`src/design/lb_pkg.sv`:
```
`default_nettype none

package lb_pkg;

  // localbus widths
  localparam int LB_DW = 32;
  localparam int LB_AW = 21;

  // routing pipeline depth between bridge and peripheral
  localparam int LB_NSTAGES = 2;

  // number of implemented registers in the bank
  localparam int REG_COUNT = 16;

  // cycles from rstb at the bank to valid rdata at its output
  localparam int RD_LATENCY = 1;

endpackage

`default_nettype wire
```
`src/design/lb_if.sv`:
```
`timescale 1ns/1ns
`default_nettype none

// one localbus segment: forward strobe cycle plus the read return
interface lb_if;

  logic                     wen;   // high together with wstb on a write
  logic [lb_pkg::LB_AW-1:0] addr;
  logic [lb_pkg::LB_DW-1:0] wdata;
  logic                     wstb;  // single-cycle write strobe
  logic                     rstb;  // single-cycle read strobe
  logic [lb_pkg::LB_DW-1:0] rdata; // returned by the peripheral side

  // the side that issues strobes
  modport host (
    output wen, addr, wdata, wstb, rstb,
    input  rdata
  );

  // the side that answers them
  modport periph (
    input  wen, addr, wdata, wstb, rstb,
    output rdata
  );

endinterface

`default_nettype wire

```
`src/design/lb_subsys_top.sv`:
```
`timescale 1ns/1ns
`default_nettype none

module lb_subsys_top (
  input  logic                     clk,
  input  logic                     rst,
  input  logic                     req,
  input  logic                     wr,
  input  logic [lb_pkg::LB_AW-1:0] addr,
  input  logic [lb_pkg::LB_DW-1:0] wdata,
  output logic                     ack,
  output logic [lb_pkg::LB_DW-1:0] rdata
);

  lb_if host_bus ();   // bridge to pipeline
  lb_if periph_bus (); // pipeline to register bank

  // the bridge waits out the pipeline both ways plus the bank's read latency
  lb_host_bridge #(
    .RD_WAIT(2 * lb_pkg::LB_NSTAGES + lb_pkg::RD_LATENCY)
  ) u_bridge (
    .clk   (clk),
    .rst   (rst),
    .req   (req),
    .wr    (wr),
    .addr  (addr),
    .wdata (wdata),
    .ack   (ack),
    .rdata (rdata),
    .bus   (host_bus)
  );

  lb_delay #(
    .NSTAGES(lb_pkg::LB_NSTAGES)
  ) u_delay (
    .clk (clk),
    .rst (rst),
    .h   (host_bus),
    .p   (periph_bus)
  );

  lb_reg_bank u_bank (
    .clk (clk),
    .rst (rst),
    .bus (periph_bus)
  );

endmodule

`default_nettype wire

```
`src/design/lb_reg_bank.sv`:
```
`timescale 1ns/1ns
`default_nettype none

module lb_reg_bank (
  input  logic clk,
  input  logic rst,
  lb_if.periph bus
);

  localparam int IW = (lb_pkg::REG_COUNT > 1) ? $clog2(lb_pkg::REG_COUNT) : 1;
  localparam int RL = lb_pkg::RD_LATENCY;

  logic [lb_pkg::LB_DW-1:0] regs    [lb_pkg::REG_COUNT];
  logic [lb_pkg::LB_DW-1:0] rd_pipe [RL];
  logic [IW-1:0]            idx;
  logic                     mapped;

  // only the low bits select a register, the rest just decide whether it exists
  assign idx    = bus.addr[IW-1:0];
  assign mapped = bus.addr < lb_pkg::LB_AW'(lb_pkg::REG_COUNT);

  always_ff @(posedge clk) begin
    if (rst) begin
      for (int i = 0; i < lb_pkg::REG_COUNT; i++) begin
        regs[i] <= '0;
      end
    end else if (bus.wstb && bus.wen && mapped) begin
      regs[idx] <= bus.wdata;
    end
  end

  // first stage updates only on a read, so rdata holds between reads
  always_ff @(posedge clk) begin
    if (bus.rstb) begin
      rd_pipe[0] <= mapped ? regs[idx] : '0; // unmapped reads come back as zero
    end
    for (int i = 1; i < RL; i++) begin
      rd_pipe[i] <= rd_pipe[i-1];
    end
  end

  assign bus.rdata = rd_pipe[RL-1];

  a_wen_with_wstb : assert property (@(posedge clk) disable iff (rst)
    bus.wen |-> bus.wstb);

endmodule

`default_nettype wire

```
`src/design/lb_delay.sv`:
```
`timescale 1ns/1ns
`default_nettype none

// NSTAGES of extra registering between a localbus host and its peripheral
module lb_delay #(
  parameter int NSTAGES = lb_pkg::LB_NSTAGES
) (
  input  logic clk,
  input  logic rst,
  lb_if.periph h, // toward the host
  lb_if.host   p  // toward the peripheral
);

  generate
    if (NSTAGES == 0) begin : g_passthrough
      assign p.wen   = h.wen;
      assign p.addr  = h.addr;
      assign p.wdata = h.wdata;
      assign p.wstb  = h.wstb;
      assign p.rstb  = h.rstb;
      assign h.rdata = p.rdata;
    end else begin : g_pipeline
      logic [NSTAGES-1:0]        wen_q;
      logic [NSTAGES-1:0]        wstb_q;
      logic [NSTAGES-1:0]        rstb_q;
      logic [lb_pkg::LB_AW-1:0]  addr_q  [NSTAGES];
      logic [lb_pkg::LB_DW-1:0]  wdata_q [NSTAGES];
      logic [lb_pkg::LB_DW-1:0]  rdata_q [NSTAGES]; // return path, peripheral to host

      // control bits get cleared so no phantom strobe leaves after reset
      always_ff @(posedge clk) begin
        if (rst) begin
          wen_q  <= '0;
          wstb_q <= '0;
          rstb_q <= '0;
        end else begin
          wen_q[0]  <= h.wen;
          wstb_q[0] <= h.wstb;
          rstb_q[0] <= h.rstb;
          for (int i = 1; i < NSTAGES; i++) begin
            wen_q[i]  <= wen_q[i-1];
            wstb_q[i] <= wstb_q[i-1];
            rstb_q[i] <= rstb_q[i-1];
          end
        end
      end

      always_ff @(posedge clk) begin
        addr_q[0]  <= h.addr;
        wdata_q[0] <= h.wdata;
        rdata_q[0] <= p.rdata;
        for (int i = 1; i < NSTAGES; i++) begin
          addr_q[i]  <= addr_q[i-1];
          wdata_q[i] <= wdata_q[i-1];
          rdata_q[i] <= rdata_q[i-1];
        end
      end

      assign p.wen   = wen_q[NSTAGES-1];
      assign p.wstb  = wstb_q[NSTAGES-1];
      assign p.rstb  = rstb_q[NSTAGES-1];
      assign p.addr  = addr_q[NSTAGES-1];
      assign p.wdata = wdata_q[NSTAGES-1];
      assign h.rdata = rdata_q[NSTAGES-1];

      a_wstb_delay : assert property (@(posedge clk) disable iff (rst)
        h.wstb |-> ##NSTAGES p.wstb);
      a_rstb_delay : assert property (@(posedge clk) disable iff (rst)
        h.rstb |-> ##NSTAGES p.rstb);
    end
  endgenerate

endmodule

`default_nettype wire

```
`src/design/lb_host_bridge.sv`:
```
`timescale 1ns/1ns
`default_nettype none

module lb_host_bridge #(
  parameter int RD_WAIT = 2 * lb_pkg::LB_NSTAGES + lb_pkg::RD_LATENCY
) (
  input  logic                     clk,
  input  logic                     rst,
  input  logic                     req,
  input  logic                     wr,
  input  logic [lb_pkg::LB_AW-1:0] addr,
  input  logic [lb_pkg::LB_DW-1:0] wdata,
  output logic                     ack,
  output logic [lb_pkg::LB_DW-1:0] rdata,
  lb_if.host                       bus
);

  localparam int CW = (RD_WAIT > 1) ? $clog2(RD_WAIT) : 1;

  typedef enum logic [2:0] {
    st_idle,
    st_strobe,
    st_wait,
    st_ack,
    st_release
  } state_t;

  state_t        state;
  logic [CW-1:0] wait_cnt; // counts down the read round trip

  always_ff @(posedge clk) begin
    if (rst) begin
      state    <= st_idle;
      ack      <= 1'b0;
      bus.wen  <= 1'b0;
      bus.wstb <= 1'b0;
      bus.rstb <= 1'b0;
      wait_cnt <= '0;
    end else begin
      case (state)
        st_idle: begin
          if (req) begin
            bus.wen  <= wr;
            bus.wstb <= wr;
            bus.rstb <= !wr;
            state    <= st_strobe;
          end
        end
        st_strobe: begin
          // strobe is only ever one cycle wide
          bus.wen  <= 1'b0;
          bus.wstb <= 1'b0;
          bus.rstb <= 1'b0;
          if (bus.rstb) begin
            wait_cnt <= CW'(RD_WAIT - 1);
            state    <= st_wait;
          end else begin
            state <= st_ack; // writes are posted, no need to wait for the bank
          end
        end
        st_wait: begin
          if (wait_cnt == '0) begin
            state <= st_ack;
          end else begin
            wait_cnt <= wait_cnt - 1'b1;
          end
        end
        st_ack: begin
          ack   <= 1'b1;
          state <= st_release;
        end
        st_release: begin
          if (!req) begin
            ack   <= 1'b0;
            state <= st_idle;
          end
        end
        default: state <= st_idle;
      endcase
    end
  end

  // address and write data are launched with the strobe and then simply held
  always_ff @(posedge clk) begin
    if (state == st_idle && req) begin
      bus.addr  <= addr;
      bus.wdata <= wdata;
    end
  end

  // the last wait cycle is the one where returned data has settled on the bus
  always_ff @(posedge clk) begin
    if (state == st_wait && wait_cnt == '0) begin
      rdata <= bus.rdata;
    end
  end

  a_strobe_excl : assert property (@(posedge clk) disable iff (rst)
    !(bus.wstb && bus.rstb));

  // ack may only come up for a request that was still being held
  a_ack_needs_req : assert property (@(posedge clk) disable iff (rst)
    $rose(ack) |-> $past(req));

endmodule

`default_nettype wire

```
`config.mk`:
```
export PLATFORM = sky130hd
export DESIGN_NAME = lb_subsys_top
export DESIGN_NICKNAME = d
export VERILOG_FILES = /design/src/design/lb_pkg.sv /design/src/design/lb_if.sv /design/src/design/lb_subsys_top.sv /design/src/design/lb_reg_bank.sv /design/src/design/lb_delay.sv /design/src/design/lb_host_bridge.sv
export SDC_FILE = /design/constraint.sdc
export NUM_CORES = 1
export LEC_CHECK = 0
export BUFFER_PORTS_ARGS = -buffer_cell sky130_fd_sc_hd__buf_2
export CORE_ASPECT_RATIO = 1.1
export CORE_UTILIZATION = 55
export CTS_CLUSTER_SIZE = 28
export DETAILED_ROUTE_END_ITERATION = 12
export GPL_TIMING_DRIVEN = 0
export HOLD_SLACK_MARGIN = 0.02
export PLACE_DENSITY = 0.77
export SETUP_SLACK_MARGIN = 0.15
export SYNTH_ARGS = -nofsm -noshare
export SYNTH_HDL_FRONTEND = slang
export SYNTH_HIERARCHICAL = 1
export SYNTH_SLANG_ARGS = --single-unit
```
`constraint.sdc`:
```
create_clock -name clk -period 4.4 [get_ports clk]
set_clock_uncertainty 0.1 [all_clocks]
set_input_delay 0.88 -clock clk [delete_from_list [all_inputs] [get_ports clk]]
set_output_delay 0.88 -clock clk [all_outputs]
set_load 0.005 [all_outputs]
```
; Word level (Yosys, flattened, before mapping)
; Memory sizes are Yosys's and may differ from the RTL's. A register that Yosys moved wholly into a read port is not among the register bits.
; Cells that the tools add are included.
[totals]
register_bits = 68
mem_bits_rw = 714
inputBits = 57
out_inout_bits = 33
word_cells = 66
n_memories = 5
[classes]
n_addsub = 1
magnitude_cmp = 1
n_eq_ne = 9
mux = 25
n_reduce_logical = 15
[memory_table]
columns = memory, words, width, rd, rd_ports_with_merged_regs, write_ports, line
row1 = u_bank.regs, 16, 32, 1, 0, 16, lb_reg_bank.sv:13  ; logic [lb_pkg::LB_DW-1:0] regs [lb_pkg::REG_COUNT];
row2 = u_delay.g_pipeline.rdata_q, 2, 32, 2, 1, 2, lb_delay.sv:28  ; logic [lb_pkg::LB_DW-1:0] rdata_q [NSTAGES];
row3 = u_delay.g_pipeline.wdata_q, 2, 32, 2, 0, 2, lb_delay.sv:27  ; logic [lb_pkg::LB_DW-1:0] wdata_q [NSTAGES];
row4 = u_delay.g_pipeline.addr_q, 2, 21, 2, 0, 2, lb_delay.sv:26  ; logic [lb_pkg::LB_AW-1:0] addr_q [NSTAGES];
row5 = u_bank.rd_pipe, 1, 32, 1, 0, 1, lb_reg_bank.sv:14  ; logic [lb_pkg::LB_DW-1:0] rd_pipe [RL];
[ops]
columns = operator, count
row1 = $mux W32, 2
row2 = $reduce_or A32 Y1, 1
row3 = $lt A21 B5 Y1 const B, 1
row4 = $mux W3, 5
row5 = $pmux W3 S5, 1
row6 = $mux W1, 12
row7 = $ne A2 B2 Y1 const B, 4
row8 = $eq A3 B2 Y1 const B, 2
row9 = $logic_not A3 Y1, 2
row10 = $pmux W1 S2, 3
row11 = $pmux W3 S2, 1
row12 = $reduce_and A3 Y1, 2
row13 = $reduce_bool A2 Y1, 3
row14 = $logic_and A1 B1 Y1, 4
row15 = $mux W4, 1
row16 = $reduce_and A2 Y1, 2
row17 = $eq A3 B1 Y1 const B, 1
row18 = $eq A3 B3 Y1 const B, 1
row19 = $sub A3 B1 Y3 const B, 1
row20 = $ne A2 B1 Y1 const B, 1
row21 = $logic_not A1 Y1, 1

; Depth between registers and ports, before layout
; An unclocked memory read counts as a cell.
[logic_depth]
depth_word = 8
mapped_depth = 8
ltp_nobuf = 6

; Hierarchy
; The synthesis kept the hierarchy.
[by_module_without_submodules]
columns = module, instances, cells_each, area_per_inst_um2, seq_area_each_um2
row1 = lb_reg_bank, 1, 1568, 23570.1, 16335.7
row2 = lb_delay, 1, 267, 4199.0, 3523.4
row3 = lb_host_bridge, 1, 141, 3029.2, 2732.6

; Worst setup path after synthesis
; Ideal clock, no wire load.
[synth_path]
kind = input -> register
start = input req
end = register u_bridge.bus.wstb
setup_ns = 0.116
t_arrival_ns = 3.500
t_required_ns = 4.184
path_slack_ns = 0.684
cell_stages = 4
path_buffers = 0
path_cell_list = nand2b_1 -> nor3_2 -> mux2i_1 -> nor2_1
[synth_between]
elab_chain_len = 2
[synth_lines]
columns = item, line
row1 = from (decl), lb_subsys_top.sv:7  ; input logic req,
row2 = $ne A2 B2 Y1 (no source line), --
row3 = $reduce_and A2 Y1 (no source line), --
row4 = to (signal assigned), lb_host_bridge.sv:44  ; bus.wstb <= wr;
row5 = to (decl), lb_if.sv:16  ; output wen, addr, wdata, wstb, rstb,
; No other way between the ends.
; A chain may end at the register's enable or synchronous reset.

==> out/metrics.cfg <==
[die]
num_rows=90
core_area_um2=55070
die_height_um=250.2
ios=90
die_w_um=227.6
initial_core_util_pct=55.93
die-area_um2=56950

[routing]
routed_wl_um=75600
drtAntennaViolNets=0
drt_iter0_drc=2570
wl_per_cell_um=25.45
drc=0
firstDrtPassIters=6
via_count=17860
vias_per_cell=6.012

[logic_synthesis]
synthArstFlopShare_pct=0
synth_area_um2=30800
ys_seq_area_share_pct=73.35
yosys.area.top_type=edfxtp_1
synth_cell_type_count=38
syn_nets=2035
synth_edf_count=629
netlist_instances=1976
ys.flop_type=edfxtp_1
ys_ff_latch=814
synth.area.top_cells=edfxtp_1, dfxtp_1, mux4_2
ys.warnings.count=6
yosysTopAreaCellShare_pct=61.33
synth_commonest_cells=edfxtp_1, nor2_1, dfxtp_1, nand2_1, mux4_2
yosysMostFrequentCell=edfxtp_1
synth_area_per_cell_um2=15.59

[setup_path]
critPathKind=flop to flop
arrival_ps=4240
end_kind=flop
cp_cell_sequence=buf_4, clkbuf_1, buf_2, buf_2, nor2_1, clkbuf_1, a21o_2, buf_16
path_max_fanout=17
startpoint=u_delay/g_pipeline.addr_q[0][22]
crit_slowest_cell=nor2_1
critPathLaunchType=flop
required_ps=4620
max_stage_delay_ps=870
r2r-start=u_delay/g_pipeline.addr_q[0][22]

[timing]
final-hold-violation-count=0
fmax_mhz=249.1
finalCriticalPeriod_ps=4015
tightest_slew_ps=1105
fin_crit_sh_pct=91.25
setup_viol=0
fin_setup_tns_ps=0
rsz0062_at_grt=false
slew_headroom_pct=26.35
drv_slew=0

[placement]
place_area_um2=32690
dp_cells=2824
numPortBuffers=89
dp_hpwl_um=48620
finalWeightedCongestion=0.8395

[global_route]
grt_first_pass_wirelength_um=110800
grt_max_degree=24
gr-usage-all-layers_pct=27.24
grt_pass1_vias=18340
overflow=0
antenna_found_initial=0

[finish]
nets=2227
instances_no_fill=2970
fill_cells=3677
drive_above_1_share_pct=24.93
n_antenna_cell=0
design_area_um2=35400
area_growth_pct=14.95

[clocking]
cts_made_buffers=78
clk_pin_slew_ps=70
clk_latency_ps=620
cts-htree-levels=3
clockRootBuffer=clkbuf_16
cts_setup_buffers=0
cts_hold_buf=0
cts_tree=built
cts.sinks=814
clock_path_buffers=3
cts_resized=0

[pwr]
p_int_uw=13510
vdd_drop_max_uv=414.1
swShare_pct=22.67
power_switching_uw=3960
p_per_area_nw_per_um2=493.5
p_leak_uw=0.01264
pwr-share-clk_pct=40.0
power_frac_comb_pct=9.4
seq_power_share_pct=50.6

[job]
maxCapViolCount=0

[hold_path]
hp-class=flop to flop
hp-start=u_delay/g_pipeline.rdata_q[0][20]

[run_status]
outcome=finished clean

==> sequential cells by signal (all words and copies together) (netlist names) <==
name / cells
u_delay/g_pipeline.wdata_q: 64
u_bridge/ack: 1
u_delay/g_pipeline.rdata_q: 64
u_bank/regs: 512
u_delay/g_pipeline.rstb_q: 2
u_bridge/wait_cnt: 3
u_bridge/bus.rstb: 1
u_bridge/bus.wstb: 1
u_delay/g_pipeline.wen_q: 2
u_delay/g_pipeline.wstb_q: 2
u_bridge/rdata: 32
u_bank/rd_pipe: 32
u_delay/g_pipeline.addr_q: 42
u_bridge/bus.wdata: 32
u_bridge/state: 3
u_bridge/bus.addr: 21
==> critical path: cells and delay by family (launching register included) <==
| kind | cells | cell delay (ps) |
|---|---|---|
| buffers and inverters | 6 | 1780 |
| AND/OR/NAND/NOR | 1 | 870 |
| AO/OA/AOI/OAI | 1 | 650 |
| flip-flops | 1 | 300 |
==> metal layers <==
layer  wire [um]  global-route usage (%)
met3        8561                   5.912
met4        4362                   14.90
met1       25530                   33.46
met2       37140                   44.90
met5           0                       0
==> power by group through the flow <==
stage	clock network (uW)	logic (uW)	registers, uW
after floorplan	0	1030	8970
after detailed placement	0	1620	9000
after global routing	7350	1720	8870
final	6990	1650	8840
after global placement	0	1490	9010
after CTS	7070	1630	8840
==> layout make-up <==
type                            count  area [um^2]  area share [%]
Buffer                            206         1458           4.117
Clock buffer                      106         2328           6.577
Clock inverter                     40        390.4           1.103
Inverter                            6        22.52         0.06361
Multi-Input combinational cell    950         6758           19.09
Sequential cell                   814        22590           63.81
Tap cell                          736        920.9           2.601
Timing Repair Buffer              112        933.4           2.636
==> cells in the final DEF, fill, tap and decap left out, types with 3 or more instances in the layout <==
cell,n
nand2_1,131
inv_4,4
or4_4,3
mux2i_1,65
edfxtp_1,629
nor2b_1,9
clkbuf_1,39
buf_6,45
dfxtp_1,184
buf_12,9
clkbuf_8,8
nor3_1,5
clkbuf_16,87
a21oi_1,5
mux4_2,128
o22ai_1,32
bufinv_16,7
nor4_1,4
nand2b_1,5
clkinv_1,6
inv_1,6
buf_16,9
inv_6,4
a21o_2,16
buf_4,87
a211oi_1,3
or3_1,4
buf_1,18
buf_2,120
clkinv_2,18
nor2_1,519
==> path summary, 6_finish.rpt <==
| path | end | slack [ps] | depth (start not counted) |
|---|---|---|---|
| worst max register to register | u_bank/regs[8][16] | 380 | 8 |
| worst max-delay path | u_bank/regs[8][16] | 380 | 8 |
| worst min-delay path | u_delay/g_pipeline.rdata_q[0][52] | 220 | 0 |
| worst min register to register | u_delay/g_pipeline.rdata_q[0][52] | 220 | 0 |
==> through the flow <==
stage          util, %  setup slack (ps)  power (uW)  hold slack (ps)
5_1_grt          64.29             374.4       17940            228.5
3_3_place_gp     58.41             -1850       10500            209.9
2_1_floorplan        -             684.3        9995            209.6
4_1_cts          64.29             478.9       17550            221.1
3_5_place_dp     59.36             531.0       10620            212.1
6_report         64.29             384.9       17470            221.4
==> cells by family after synthesis <==
group	Yosys count	synth area share (%)
DFF	814	73.35
and+or+nand+nor	691	8.901
buffers and inverters	212	4.806
muxes	193	11.47
AOI/OAI and AO/OA	64	1.385
adders and majority gates	2	0.08124
Note: power is estimated with default switching activity, not from simulation.
